===== config.mk =====
export PLATFORM = sky130hd
export DESIGN_NAME = dma_scheduler
export DESIGN_NICKNAME = d
export VERILOG_FILES = /design/src/verilog/dma_sched_pkg.sv /design/src/verilog/sched_ctrl_if.sv /design/src/verilog/sched_fsm.sv /design/src/verilog/desc_regs.sv /design/src/verilog/beat_tracker.sv /design/src/verilog/fault_tracker.sv /design/src/verilog/dma_scheduler.sv
export SDC_FILE = /design/constraint.sdc
export NUM_CORES = 1
export LEC_CHECK = 0
export BUFFER_PORTS_ARGS = -buffer_cell sky130_fd_sc_hd__buf_2
export CAP_MARGIN = 20
export CORE_MARGIN = 3
export CORE_UTILIZATION = 40
export DETAILED_ROUTE_END_ITERATION = 7
export HOLD_SLACK_MARGIN = 0.15
export PLACE_DENSITY_LB_ADDON = 0.12
export REMOVE_ABC_BUFFERS = 1
export SYNTH_ARGS = -nofsm -noshare
export SYNTH_HDL_FRONTEND = slang
export SYNTH_HIERARCHICAL = 1
export SYNTH_SLANG_ARGS = --single-unit

===== constraint.sdc =====
create_clock -name clk -period 5.4 [get_ports clk]
set_input_delay 0.81 -clock clk [delete_from_list [all_inputs] [get_ports clk]]
set_output_delay 0.81 -clock clk [all_outputs]
set_load 0.05 [all_outputs]

===== src/verilog/dma_sched_pkg.sv =====
package dma_sched_pkg;

    //==========================================================================
    // Widths and basic types
    //==========================================================================

    localparam int ADDR_W  = 32;
    localparam int BEATS_W = 16;

    // Descriptor packet from the descriptor engine
    localparam int DESC_W  = 128;

    typedef logic [ADDR_W-1:0]  addr_t;
    typedef logic [BEATS_W-1:0] beats_t;

    //==========================================================================
    // Descriptor layout
    //==========================================================================

    // Low bit of each multi-bit field
    localparam int DESC_SRC_LO    = 0;
    localparam int DESC_DST_LO    = 32;
    localparam int DESC_LEN_LO    = 64;
    localparam int DESC_NEXT_LO   = 80;
    // Single-bit flags
    localparam int DESC_VALID_BIT = 112;
    localparam int DESC_LAST_BIT  = 113;
    // Bits 127:114 reserved

    //==========================================================================
    // Grant timeout
    //==========================================================================

    // Consecutive ungranted request cycles before the channel faults
    localparam int TIMEOUT_CYCLES = 16;
    localparam int TIMEOUT_W      = $clog2(TIMEOUT_CYCLES + 1);

    typedef logic [TIMEOUT_W-1:0] stall_t;

    localparam stall_t STALL_LIMIT = stall_t'(TIMEOUT_CYCLES);

    // Channel states
    typedef enum logic [2:0] {
        ST_IDLE      = 3'd0,
        ST_FETCH     = 3'd1,
        ST_READ      = 3'd2,
        ST_WRITE     = 3'd3,
        ST_COMPLETE  = 3'd4,
        ST_NEXT_DESC = 3'd5,
        ST_ERROR     = 3'd6
    } sched_state_t;

endpackage


===== src/verilog/sched_ctrl_if.sv =====
`timescale 1ns/10ps

interface sched_ctrl_if;

    // Current channel state, owned by the FSM
    dma_sched_pkg::sched_state_t state;

    // Descriptor status from the field registers
    logic                  desc_ok;
    logic                  chain;
    dma_sched_pkg::beats_t desc_len;

    // Counters at zero, one per phase
    logic                  read_zero;
    logic                  write_zero;

    // Any error source, forces the error state
    logic                  fault;

    modport ctrl   (output state, input chain, read_zero, write_zero, fault);
    modport desc   (input state, output desc_ok, chain, desc_len);
    modport beats  (input state, desc_len, output read_zero, write_zero);
    modport faults (input state, desc_ok, output fault);

endinterface


===== src/verilog/sched_fsm.sv =====
`timescale 1ns/10ps

module sched_fsm (
    input  logic         clk,
    input  logic         r_channel_reset_active,
    input  logic         desc_valid,
    output logic         desc_ready,
    input  logic         cfg_enable,
    sched_ctrl_if.ctrl   ctrl,
    output logic         idle,
    output logic         error_state
);

    dma_sched_pkg::sched_state_t r_state;
    dma_sched_pkg::sched_state_t w_next_state;

    //==========================================================================
    // State register
    //==========================================================================

    always_ff @(posedge clk) begin
        if (r_channel_reset_active) begin
            r_state <= dma_sched_pkg::ST_IDLE;
        end else begin
            r_state <= w_next_state;
        end
    end

    //==========================================================================
    // Next state
    //==========================================================================

    always_comb begin
        // Hold by default
        w_next_state = r_state;
        if (ctrl.fault) begin
            // Any fault wins over the normal flow
            w_next_state = dma_sched_pkg::ST_ERROR;
        end else begin
            case (r_state)
                dma_sched_pkg::ST_IDLE: begin
                    // Start only when software has enabled the channel
                    if (desc_valid && cfg_enable) begin
                        w_next_state = dma_sched_pkg::ST_FETCH;
                    end
                end
                // Invalid descriptor shows up as fault, so always read
                dma_sched_pkg::ST_FETCH: w_next_state = dma_sched_pkg::ST_READ;
                dma_sched_pkg::ST_READ: begin
                    if (ctrl.read_zero) begin
                        w_next_state = dma_sched_pkg::ST_WRITE;
                    end
                end
                dma_sched_pkg::ST_WRITE: begin
                    if (ctrl.write_zero) begin
                        w_next_state = dma_sched_pkg::ST_COMPLETE;
                    end
                end
                dma_sched_pkg::ST_COMPLETE: begin
                    // Follow the chain or fall back to idle
                    w_next_state = ctrl.chain ? dma_sched_pkg::ST_NEXT_DESC
                                              : dma_sched_pkg::ST_IDLE;
                end
                dma_sched_pkg::ST_NEXT_DESC: begin
                    // Chained descriptor needs no enable
                    if (desc_valid) begin
                        w_next_state = dma_sched_pkg::ST_FETCH;
                    end
                end
                // Fault already low here
                dma_sched_pkg::ST_ERROR: w_next_state = dma_sched_pkg::ST_IDLE;
                default: w_next_state = dma_sched_pkg::ST_ERROR;
            endcase
        end
    end

    //==========================================================================
    // Outputs
    //==========================================================================

    assign ctrl.state  = r_state;

    // Descriptor port open while waiting for a descriptor
    assign desc_ready  = (r_state == dma_sched_pkg::ST_IDLE) ||
                         (r_state == dma_sched_pkg::ST_NEXT_DESC);
    assign idle        = (r_state == dma_sched_pkg::ST_IDLE);
    assign error_state = (r_state == dma_sched_pkg::ST_ERROR);

endmodule


===== src/verilog/desc_regs.sv =====
`timescale 1ns/10ps

module desc_regs (
    input  logic                               clk,
    input  logic                               r_channel_reset_active,
    input  logic                               desc_valid,
    input  logic                               desc_ready,
    input  logic [dma_sched_pkg::DESC_W-1:0]   desc_packet,
    sched_ctrl_if.desc                         desc,
    output dma_sched_pkg::addr_t               rd_addr,
    output dma_sched_pkg::addr_t               wr_addr,
    output dma_sched_pkg::addr_t               next_desc_ptr
);

    // Latched descriptor fields
    dma_sched_pkg::addr_t  r_src;
    dma_sched_pkg::addr_t  r_dst;
    dma_sched_pkg::beats_t r_len;
    logic                  r_last;
    logic                  r_valid;

    logic                  w_accept;

    // Descriptor handshake
    assign w_accept = desc_valid && desc_ready;

    //==========================================================================
    // Field capture
    //==========================================================================

    always_ff @(posedge clk) begin
        if (w_accept) begin
            r_src         <= desc_packet[dma_sched_pkg::DESC_SRC_LO +: dma_sched_pkg::ADDR_W];
            r_dst         <= desc_packet[dma_sched_pkg::DESC_DST_LO +: dma_sched_pkg::ADDR_W];
            r_len         <= desc_packet[dma_sched_pkg::DESC_LEN_LO +: dma_sched_pkg::BEATS_W];
            next_desc_ptr <= desc_packet[dma_sched_pkg::DESC_NEXT_LO +: dma_sched_pkg::ADDR_W];
            r_last        <= desc_packet[dma_sched_pkg::DESC_LAST_BIT];
        end
        // Working addresses for the engines
        if (desc.state == dma_sched_pkg::ST_FETCH) begin
            rd_addr <= r_src;
            wr_addr <= r_dst;
        end
    end

    // Valid flag, checked in fetch
    always_ff @(posedge clk) begin
        if (r_channel_reset_active) begin
            r_valid <= 1'b0;
        end else if (w_accept) begin
            r_valid <= desc_packet[dma_sched_pkg::DESC_VALID_BIT];
        end
    end

    assign desc.desc_ok  = r_valid;
    // Chain on nonzero pointer without the last flag
    assign desc.chain    = (next_desc_ptr != '0) && !r_last;
    assign desc.desc_len = r_len;

endmodule


===== src/verilog/beat_tracker.sv =====
`timescale 1ns/10ps

module beat_tracker (
    input  logic                   clk,
    input  logic                   r_channel_reset_active,
    sched_ctrl_if.beats            beats,
    input  logic                   rd_done,
    input  logic                   wr_done,
    input  dma_sched_pkg::beats_t  rd_beats_done,
    input  dma_sched_pkg::beats_t  wr_beats_done,
    output logic                   rd_valid,
    output logic                   wr_valid,
    output dma_sched_pkg::beats_t  rd_beats_remaining,
    output dma_sched_pkg::beats_t  wr_beats_remaining
);

    dma_sched_pkg::beats_t r_rd_cnt;
    dma_sched_pkg::beats_t r_wr_cnt;

    //==========================================================================
    // Beats-remaining counters
    //==========================================================================

    always_ff @(posedge clk) begin
        if (r_channel_reset_active) begin
            r_rd_cnt <= '0;
            r_wr_cnt <= '0;
        end else begin
            case (beats.state)
                dma_sched_pkg::ST_FETCH: begin
                    // Both phases owe the full length
                    r_rd_cnt <= beats.desc_len;
                    r_wr_cnt <= beats.desc_len;
                end
                dma_sched_pkg::ST_READ: begin
                    // Engine may report more than is left, clamp at zero
                    if (rd_done) begin
                        r_rd_cnt <= (r_rd_cnt > rd_beats_done) ? r_rd_cnt - rd_beats_done
                                                               : '0;
                    end
                end
                dma_sched_pkg::ST_WRITE: begin
                    if (wr_done) begin
                        r_wr_cnt <= (r_wr_cnt > wr_beats_done) ? r_wr_cnt - wr_beats_done
                                                               : '0;
                    end
                end
                default: begin
                    // Counters hold
                end
            endcase
        end
    end

    assign beats.read_zero  = (r_rd_cnt == '0);
    assign beats.write_zero = (r_wr_cnt == '0);

    // Requests only while its own phase still owes beats
    assign rd_valid = (beats.state == dma_sched_pkg::ST_READ) && !beats.read_zero;
    assign wr_valid = (beats.state == dma_sched_pkg::ST_WRITE) && !beats.write_zero;

    assign rd_beats_remaining = r_rd_cnt;
    assign wr_beats_remaining = r_wr_cnt;

endmodule


===== src/verilog/fault_tracker.sv =====
`timescale 1ns/10ps

module fault_tracker (
    input  logic          clk,
    input  logic          r_channel_reset_active,
    sched_ctrl_if.faults  faults,
    input  logic          rd_valid,
    input  logic          rd_ready,
    input  logic          wr_valid,
    input  logic          wr_ready,
    input  logic          rd_error,
    input  logic          wr_error,
    input  logic          desc_error
);

    dma_sched_pkg::stall_t r_stall_cnt;
    logic                  r_rd_err;
    logic                  r_wr_err;
    logic                  w_stalled;
    logic                  w_timeout;
    logic                  w_in_error;

    // Request pending without grant
    assign w_stalled  = (rd_valid && !rd_ready) || (wr_valid && !wr_ready);
    assign w_timeout  = (r_stall_cnt >= dma_sched_pkg::STALL_LIMIT);
    assign w_in_error = (faults.state == dma_sched_pkg::ST_ERROR);

    //==========================================================================
    // Grant timeout and sticky engine errors
    //==========================================================================

    always_ff @(posedge clk) begin
        if (r_channel_reset_active) begin
            r_stall_cnt <= '0;
            r_rd_err    <= 1'b0;
            r_wr_err    <= 1'b0;
        end else begin
            // Consecutive stalls only, stop at the limit
            if (!w_stalled) begin
                r_stall_cnt <= '0;
            end else if (!w_timeout) begin
                r_stall_cnt <= r_stall_cnt + 1'b1;
            end
            // Set on error, clear in error state once the source drops
            if (rd_error) begin
                r_rd_err <= 1'b1;
            end else if (w_in_error) begin
                r_rd_err <= 1'b0;
            end
            if (wr_error) begin
                r_wr_err <= 1'b1;
            end else if (w_in_error) begin
                r_wr_err <= 1'b0;
            end
        end
    end

    // Every error source, bad descriptor only counts in fetch
    assign faults.fault = rd_error || wr_error || desc_error ||
                          r_rd_err || r_wr_err || w_timeout ||
                          ((faults.state == dma_sched_pkg::ST_FETCH) && !faults.desc_ok);

endmodule


===== src/verilog/dma_scheduler.sv =====
`timescale 1ns/10ps

module dma_scheduler (
    input  logic                              clk,
    input  logic                              r_channel_reset_active,
    input  logic                              cfg_enable,
    // Descriptor engine
    input  logic                              desc_valid,
    output logic                              desc_ready,
    input  logic [dma_sched_pkg::DESC_W-1:0]  desc_packet,
    input  logic                              desc_error,
    output dma_sched_pkg::addr_t              next_desc_ptr,
    // Read engine
    output logic                              rd_valid,
    input  logic                              rd_ready,
    output dma_sched_pkg::addr_t              rd_addr,
    output dma_sched_pkg::beats_t             rd_beats_remaining,
    input  logic                              rd_done,
    input  dma_sched_pkg::beats_t             rd_beats_done,
    input  logic                              rd_error,
    // Write engine
    output logic                              wr_valid,
    input  logic                              wr_ready,
    output dma_sched_pkg::addr_t              wr_addr,
    output dma_sched_pkg::beats_t             wr_beats_remaining,
    input  logic                              wr_done,
    input  dma_sched_pkg::beats_t             wr_beats_done,
    input  logic                              wr_error,
    // Status
    output logic                              idle,
    output logic                              error_state
);

    // State and status between the FSM and the datapath blocks
    sched_ctrl_if ctrl_bus ();

    //==========================================================================
    // Channel FSM and datapath
    //==========================================================================

    sched_fsm u_fsm (
        .clk(clk), .r_channel_reset_active(r_channel_reset_active),
        .desc_valid(desc_valid), .desc_ready(desc_ready), .cfg_enable(cfg_enable),
        .ctrl(ctrl_bus.ctrl), .idle(idle), .error_state(error_state)
    );

    desc_regs u_desc (
        .clk(clk), .r_channel_reset_active(r_channel_reset_active),
        .desc_valid(desc_valid), .desc_ready(desc_ready), .desc_packet(desc_packet),
        .desc(ctrl_bus.desc), .rd_addr(rd_addr), .wr_addr(wr_addr),
        .next_desc_ptr(next_desc_ptr)
    );

    beat_tracker u_beats (
        .clk(clk), .r_channel_reset_active(r_channel_reset_active),
        .beats(ctrl_bus.beats), .rd_done(rd_done), .wr_done(wr_done),
        .rd_beats_done(rd_beats_done), .wr_beats_done(wr_beats_done),
        .rd_valid(rd_valid), .wr_valid(wr_valid),
        .rd_beats_remaining(rd_beats_remaining), .wr_beats_remaining(wr_beats_remaining)
    );

    // Watches the requests driven by the beat tracker
    fault_tracker u_faults (
        .clk(clk), .r_channel_reset_active(r_channel_reset_active),
        .faults(ctrl_bus.faults), .rd_valid(rd_valid), .rd_ready(rd_ready),
        .wr_valid(wr_valid), .wr_ready(wr_ready), .rd_error(rd_error),
        .wr_error(wr_error), .desc_error(desc_error)
    );

endmodule


==> results of run 1 <==
==> cells in the final DEF, fill, tap and decap left out, drive strengths merged, types with 7 or more instances in the layout <==
master,n
clkinv,9
buf,295
o21ai,28
inv,48
a211oi,7
or3,7
edfxtp,177
o21a,10
o211ai,11
nand3,21
nand4,7
nor2b,10
clkbuf,31
dfxtp,43
nor4,17
ha,34
a21oi,33
a311oi,27
o31ai,8
xor2,7
xnor2,7
a21o,7
nor3,11
and4,8
nor2,65
nand2,46
==> per-stage QoR <==
step,cells,setup TNS (ns),hold WS (ns)
after floorplan,721,-30.54,0.400
after global placement,1334,0,0.400
after detailed placement,1334,0,0.405
after CTS,1380,0,0.409
after global routing,1383,0,0.416
final,1383,0,0.413
==> cells in the mapped netlist, types with 5 or more instances <==
library cell,count
nand2_1,46
nor3b_1,5
o31ai_1,7
nand4_1,6
or3_1,7
ha_1,34
inv_1,46
o211ai_1,10
and2_1,5
nor3_1,11
o21ai_1,6
and4_1,8
a211oi_1,5
nor2b_1,10
dfxtp_1,43
xor2_1,7
nand3_1,20
nor2_1,65
edfxtp_1,177
a21oi_1,32
mux2i_1,5
a311oi_2,5
o21a_1,9
buf_6,7
a21o_1,6
a311oi_1,22
clkbuf_1,13
nand3b_1,5
o21ai_0,21
nor4_1,17
buf_2,10
xnor2_1,7
==> per-layer routing <==
layer  vias to the layer above  GRT usage
met4                         6     0.0520
li1                       3454          -
met5                         -          0
met2                       266      0.320
met1                      3363      0.240
met3                        52     0.0675
==> cells by family (layout without fill, tap and decap cells) <==
family,count (synthesis),in the layout,synth area share
compound gates,166,166,0.131
xor+xnor,14,14,0.0127
fa+ha+maj,36,36,0.0481
buf+inv,79,388,0.0375
flops,220,220,0.639
mux,7,7,0.00750
other cells,0,2,0
simple gates,231,231,0.125
==> layout make-up <==
class                           instances  area (um2)  area share
Antenna cell                            2        5.00    0.000408
Inverter                               47         176      0.0144
Tap cell                              319         399      0.0326
Timing Repair Buffer                  295        1500       0.122
Clock buffer                           31         668      0.0545
Multi-Input combinational cell        454        3140       0.257
Clock inverter                         15         193      0.0157
Sequential cell                       220        6180       0.504
==> flip-flops by register name, summed over array words and instances, names as in the netlist <==
signal	count
u_desc/rd_addr	32
u_desc/r_dst	32
u_desc/desc.desc_len	16
u_beats/rd_beats_remaining	16
u_faults/r_wr_err	1
u_desc/wr_addr	32
u_fsm/ctrl.state	3
u_faults/r_rd_err	1
u_desc/desc.desc_ok	1
u_desc/r_last	1
u_desc/next_desc_ptr	32
u_faults/r_stall_cnt	5
u_desc/r_src	32
u_beats/wr_beats_remaining	16
==> worst max-delay path: cells and delay by family, from the launching register on <==
family                 cells  cell delay (ns)
AND/OR/NAND/NOR            2             0.95
flip-flops                 1             0.74
buffers and inverters      2             0.55
==> where the power goes <==
group	internal, mW	switching [mW]
sequential	1.88	0.0282
clock	1.07	0.668
combinational	0.136	0.240
==> path summary, 6_finish.rpt <==
kind | startpoint | endpoint | cells after the start
min reg2reg | u_desc/r_dst[2] | u_desc/wr_addr[2] | 0
min | u_desc/r_dst[2] | u_desc/wr_addr[2] | 0
max | u_fsm/ctrl.state[1] | rd_valid | 4
max reg2reg | u_fsm/ctrl.state[1] | u_beats/rd_beats_remaining[8] | 5
==> reports/qor.yml, run 1 <==
async_flop_share: 0
min_path_type: "flip-flop to flip-flop"
grt_overflow: 0
placed_area_um2: 11400
grt_use_total: 0.192
grt_pass1_wl_mm: 39.5
dp_hpwl_mm: 19.2
yosys_warnings: 6
path_cells: "inv_2, or3_1, nor2_1, buf_2"
totalWireLength_mm: 25.8
syn_to_final_growth_pct: 26.7
n_fill_cell: 2149
portBuffers: 289
fin_area_um2: 12300
synth_top_area_frac: 0.550
period_share: 0.665
place.gp.congestion: 0.857
hold_viol: 0
rows: 56
met3WireLength_mm: 2.39
synth_area_leader_cell: "edfxtp_1"
numClockSinks: 220
avgSynthCellArea_um2: 12.8
fin_crit_ns: 3.59
m1WireLength_mm: 10.3
status: "finished, final reports clean"
cp-start-kind: "flip-flop"
yosys-top-cells-area: "edfxtp_1, dfxtp_1, ha_1"
synth_seq_area_share: 0.639
clock_skew_ns: 0.0183
highest_layer: "met5"
max_freq_ghz: 0.279
ys_ff_latch: 220
setup_ws_ns: 1.81
rsz0062_at_grt: "false"
worst-path-max-fanout: 19
dr.first_iter.drc_count: 375
core_um2: 23600
post_cts_resized: 0
grt_pass1_vias: 7112
rrSetupSlack_ns: 2.36
clock_path_buffers: 3
worstSetupPathType: "flip-flop to primary output"
maxSlewHeadroom: 0.309
wl_per_cell_um: 18.7
first_pass_iters: 5
fin_util: 0.519
path_clk_slew_ns: 0.06
die_y_um: 161
syn_inst: 753
layout-drive-gt1-share: 0.345
routed_via_density: 5.16
ys_types: 76
dieArea_um2: 26100
ant_nets: 0
cts_tree: "yes"
synth_area_um2: 9670
cap_violations: 0
power_density_nw_per_um2: 328
slowest_delay_ns: 0.74
total_power_mw: 4.02
worst_ep_arrival_time_ns: 2.78
synth_ff_type: "edfxtp_1"
remaining_drc_errors: 0
dp_slack_ns: 1.98
setup_violations: 0
post-cts-setup-buffers: 0
initial_core_util: 0.410
antenna_found_initial: 5
grt_max_degree: 66
route.met2.wl_mm: 12.5
cts.hold.buffers_added: 0
cts_max_level: 1
end_kind: "primary output"
io_pins: 304
required_ns: 4.59
insertion_delay_ns: 0.53
vias: 7141
tightest_slew_ns: 1.04
clock-root-buffer: "clkbuf_16"
slew_viol_final: 0
final_nets: 1250
slowest_stage: "dfxtp_1"
cts_buffers: 25
vdd_ir_drop_max_v: 0.000269
die_w_um: 161
p_leak_nw: 4.96
synth_edf_count: 177
No activity file was read; power rests on OpenSTA's default activity.
==> run 2: changes to the inputs <==
==> constraint.sdc (replaced) <==
create_clock -name clk -period 3.3 [get_ports clk]
set_input_delay 0.495 -clock clk [delete_from_list [all_inputs] [get_ports clk]]
set_output_delay 0.495 -clock clk [all_outputs]
set_load 0.05 [all_outputs]
==> run 2 against run 1 <==
Net effect: register-to-register slack got worse by 1.7 ns; critical path depth did not move; clock power grew 48%; global-route usage is 0.72 points higher; count of clock-buffer cells in the layout grew 2; first-iteration DRC count up 8.8%; clock skew increased by 0.0036 ns; critical endpoint unchanged; cell count increased by 8.1%; sequential cell count unchanged; highest routed layer unchanged.
==> reports/qor.yml, run 2 (same netlist as run 1, synthesis figures left out) <==
status: "finished, final reports clean"
totalWireLength_mm: 26.7
numClockSinks: 220
holdWs_ns: 0.190
highest_layer: "met5"
syn_to_final_growth_pct: 37.4
cp-start-kind: "flip-flop"
rrSetupSlack_ns: 0.63
grt_use_total: 0.200
routed_via_density: 5.07
cts.hold.buffers_added: 105
die_w_um: 161
layout-drive-gt1-share: 0.313
clock-root-buffer: "clkbuf_16"
tightest_slew_ns: 0.759
power_density_nw_per_um2: 483
dp_hpwl_mm: 19.2
cts_buffers: 25
maxSlewHeadroom: 0.493
cts_tree: "yes"
cap_violations: 0
mostFrequentLayoutCell: "buf_2"
core_um2: 23600
worst_ep_arrival_time_ns: 2.24
clock_path_buffers: 3
place.gp.congestion: 0.877
place_inst: 1342
grt_max_degree: 68
worstSetupPathType: "flip-flop to primary output"
cts_max_level: 1
ant_nets: 0
die_y_um: 161
slew_viol_final: 0
dr.first_iter.drc_count: 408
grt_pass1_vias: 7770
first_pass_iters: 5
max_freq_ghz: 0.365
insertion_delay_ns: 0.53
final_nets: 1362
min_path_type: "input pin to flip-flop"
period_share: 0.829
clock_skew_ns: 0.0219
grt_pass1_wl_mm: 41.7
route.met2.wl_mm: 13.1
layout_common_cells: "buf_2, edfxtp_1, dlygate4sd3_1"
io_pins: 304
wl_per_cell_um: 17.9
rsz0062_at_grt: "false"
rows: 56
initial_core_util: 0.410
post_cts_resized: 0
hold_viol: 0
p_leak_nw: 5.38
antenna_found_initial: 4
remaining_drc_errors: 0
total_power_mw: 6.42
path_clk_slew_ns: 0.06
end_kind: "primary output"
met3WireLength_mm: 2.19
required_ns: 2.80
final_cells: 1495
m1WireLength_mm: 10.8
portBuffers: 289
grt_overflow: 0
vias: 7574
post-cts-setup-buffers: 0
n_fill_cell: 2029
setup_violations: 0
worst-path-max-fanout: 18
dieArea_um2: 26100
vdd_ir_drop_max_v: 0.000529
fin_crit_ns: 2.74
-- run 2: cell count changes in the layout (fill, tap and decap cells not counted), sizes merged --
cell and change:
dlygate4sd3 +105, buf +7, bufinv -3, clkbuf +2, clkinv -1, diode +1
inv +1
-- run 2: layout make-up --
| type | count | area [um2] | area share |
|---|---|---|---|
| inverters | 47 | 176 | 0.0133 |
| multi-input cells | 454 | 3140 | 0.237 |
| clock buffers | 33 | 656 | 0.0493 |
| repair buffers | 407 | 2620 | 0.197 |
| flip-flops and latches | 220 | 6180 | 0.465 |
| well taps | 319 | 399 | 0.0300 |
| clock inverters | 12 | 108 | 0.00810 |
| diodes | 3 | 7.51 | 0.000565 |
-- run 2: routing by layer --
layer  vias to the layer above  track usage
met5                         -            0
met4                         2       0.0555
met3                        41       0.0613
met2                       266        0.344
met1                      3580        0.243
li1                       3685            -
-- run 2: stage by stage --
stage | setup WS (ns) | cell area, um2 | TNS (ns) | util
final | 0.563 | 13300 | 0 | 0.563
after global placement | 0.556 | 11500 | 0 | 0.486
after detailed placement | 0.574 | 11500 | 0 | 0.486
after global routing | 0.441 | 13300 | 0 | 0.563
after CTS | 0.522 | 13300 | 0 | 0.562
after floorplan | -2.58 | 9490 | -316.83 | -
-- run 2: path summary, 6_finish.rpt --
path                            startpoint                            end  depth (start not counted)
max                    u_fsm/ctrl.state[2]                       rd_valid                          4
min                        desc_packet[75]       u_desc/desc.desc_len[11]                          1
max reg2reg  u_beats/wr_beats_remaining[0]  u_beats/wr_beats_remaining[6]                         10
min reg2reg               u_desc/r_dst[28]             u_desc/wr_addr[28]                          0
-- run 2: worst max-delay path, stage by stage (launching register included) --
cell     delay [ns]
dfxtp_1        0.50
or3_1          0.52
buf_4          0.24
nor2_1         0.17
buf_2          0.30
-- run 2: report_power, final --
group	switching (mW)	total [mW]	internal, mW
registers	0.0420	3.11	3.07
clock network	1.09	2.58	1.49
logic	0.418	0.727	0.309
==> run 3: changes to the inputs <==
--- a/config.mk
+++ b/config.mk
@@ -5,6 +5,7 @@
 export SDC_FILE = /design/constraint.sdc
 export NUM_CORES = 1
 export LEC_CHECK = 0
+export ABC_AREA = 1
 export BUFFER_PORTS_ARGS = -buffer_cell sky130_fd_sc_hd__buf_2
 export CAP_MARGIN = 20
 export CORE_MARGIN = 3
==> constraint.sdc (replaced) <==
create_clock -name clk -period 2.87 [get_ports clk]
set_input_delay 0.4305 -clock clk [delete_from_list [all_inputs] [get_ports clk]]
set_output_delay 0.4305 -clock clk [all_outputs]
set_load 0.05 [all_outputs]
==> run 3 against run 2 <==
Net effect: first-iteration DRC count up 59%; via count up 8.8%; worst hold slack better by 0.0051 ns; non-clock buffer count up 5.
==> reports/qor.yml, run 3 <==
core_um2: 24400
dieArea_um2: 26800
synth_area_um2: 9960
slowest_stage: "dfxtp_1"
vdd_ir_drop_max_v: 0.000514
dp_hpwl_mm: 19.8
cts_buffers: 25
path_clk_slew_ns: 0.06
synthAdderAreaFrac: 0.0467
grt_max_degree: 43
p_comb_frac: 0.115
worstSetupPathType: "flip-flop to primary output"
totalWireLength_mm: 27.3
io_pins: 304
rows: 57
synth-compound-area-share: 0.0544
die_y_um: 164
clock_path_buffers: 3
first_pass_iters: 5
layout-drive-gt1-share: 0.247
cp_top_family: "simple AND/OR/NAND/NOR gates"
p_switching_mw: 1.83
post-cts-setup-buffers: 0
setup_violations: 0
critPathBufInv: 2
avgSynthCellArea_um2: 9.76
synth_area_leader_cell: "edfxtp_1"
cp-start-kind: "flip-flop"
synth_ff_type: "edfxtp_1"
final.setup.tns_ns: 0
async_flop_share: 0
n_fill_cell: 2218
grt_pass1_vias: 8274
final_cells: 1789
p_leak_nw: 6.53
clock-root-buffer: "clkbuf_16"
worst_ep_arrival_time_ns: 2.22
synthTopCellsByCount: "nand2_1, edfxtp_1, inv_1"
grt_pass1_wl_mm: 43.0
slew_viol_final: 0
pwr-share-clk: 0.407
cap_violations: 0
end_kind: "primary output"
initial_core_util: 0.409
insertion_delay_ns: 0.53
place.gp.congestion: 0.858
fin_util: 0.566
min_path_type: "input pin to flip-flop"
p_seq_frac: 0.478
remaining_drc_errors: 0
place_inst: 1628
required_ns: 2.44
ant_nets: 0
syn_inst: 1021
cts_tree: "yes"
die_w_um: 164
grt_use_total: 0.203
final_nets: 1653
grt_overflow: 0
period_share: 0.925
yosys_warnings: 6
path_cells: "nor3_4, inv_2, nor2_1, buf_2"
vias: 8238
mostFrequentLayoutCell: "buf_2"
worst-path-max-fanout: 12
antenna_found_initial: 3
maxSlewHeadroom: 0.424
synth_top_family_by_area: "simple AND/OR/NAND/NOR gates"
syn_to_final_growth_pct: 38.6
rsz0062_at_grt: "false"
yosys-top-cells-area: "edfxtp_1, nand2_1, dfxtp_1"
switching_share: 0.244
synth_seq_area_share: 0.620
routed_via_density: 4.60
slowest_delay_ns: 0.45
ys_types: 33
tightest_slew_ns: 0.863
portBuffers: 289
ys_ff_latch: 220
muxShareOfSynthArea: 0
dr.first_iter.drc_count: 647
synth_edf_count: 177
synth_top_area_frac: 0.533
synthSimpleGateAreaFrac: 0.188
hold_viol: 0
p_int_mw: 5.66
synthXorXnorAreaFrac: 0.0141
yosysMostFrequentCell: "nand2_1"
status: "finished, final reports clean"
max_freq_ghz: 0.377
power_density_nw_per_um2: 542
total_power_mw: 7.49
layout_common_cells: "buf_2, nand2_1, edfxtp_1"
clock_skew_ns: 0.00616
fin_crit_ns: 2.65
numClockSinks: 220
wl_per_cell_um: 15.2
cts_max_level: 1
-- run 3: cell count changes after synthesis, sizes merged, moves of 17 or more --
cell	previous run	this run
o21ai	28	50
a21oi	33	54
nand3	21	38
nand2	46	271
a311oi	27	0
inv	47	184
nor2	65	99
-- run 3: stage by stage --
step / worst slack (ns) / hold WS [ns] / cell area (um2)
floorplan: -3.02 / 0.400 / 9880
global placement: 0.581 / 0.400 / 11900
finish: 0.216 / 0.195 / 13800
detailed placement: 0.535 / 0.405 / 11900
global route: 0.0404 / 0.186 / 13800
CTS: 0.0947 / 0.183 / 13800
-- run 3: cell families (layout without fill, tap and decap cells) --
group           after synthesis  after routing
simple gates                445            445
buf+inv                     198            639
compound gates              106            106
xor+xnor                     16             16
flops                       220            220
other cells                   0              3
fa+ha+maj                    36             36
-- run 3: final timing paths --
path,startpoint,to,slack [ns],cells after the start
hold reg to reg,u_desc/r_dst[11],u_desc/wr_addr[11],0.41,0
hold / removal,r_channel_reset_active,u_faults/r_rd_err,0.20,2
setup reg to reg,u_beats/rd_beats_remaining[0],u_beats/rd_beats_remaining[14],0.62,14
setup / recovery,u_fsm/ctrl.state[0],rd_valid,0.22,4
-- run 3: power by group through the flow --
stage                     logic, mW  clock network (mW)  registers, mW
after floorplan               0.347                   0           3.76
after global placement        0.728                   0           3.64
after detailed placement      0.732                   0           3.64
after CTS                     0.858                3.12           3.58
after global routing          0.955                3.29           3.59
final                         0.860                3.05           3.58
-- run 3: cell type report --
type,instances,area (um2),area share
diodes,3,7.51,0.000543
clock inverters,14,145,0.0105
inverters,184,693,0.0502
clock buffers,29,641,0.0464
flip-flops and latches,220,6180,0.447
multi-input cells,603,3030,0.219
well taps,324,405,0.0293
repair buffers,412,2720,0.197
-- run 3: routing by layer --
layer | track usage | share of wire | vias to the layer above
met4 | 0.0581 | 0.024 | 0
met5 | 0 | 0 | -
met1 | 0.251 | 0.41 | 3733
met3 | 0.0570 | 0.083 | 41
li1 | - | - | 4178
met2 | 0.347 | 0.48 | 286
-- run 3: what timing repair did --
| item | in CTS | in global routing |
|---|---|---|
| gates resized for setup | 0 | 1 |
| hold endpoints to repair | 115 | 0 |
| hold buffers | 115 | 0 |
| endpoints found under the setup margin | 0 | 1 |
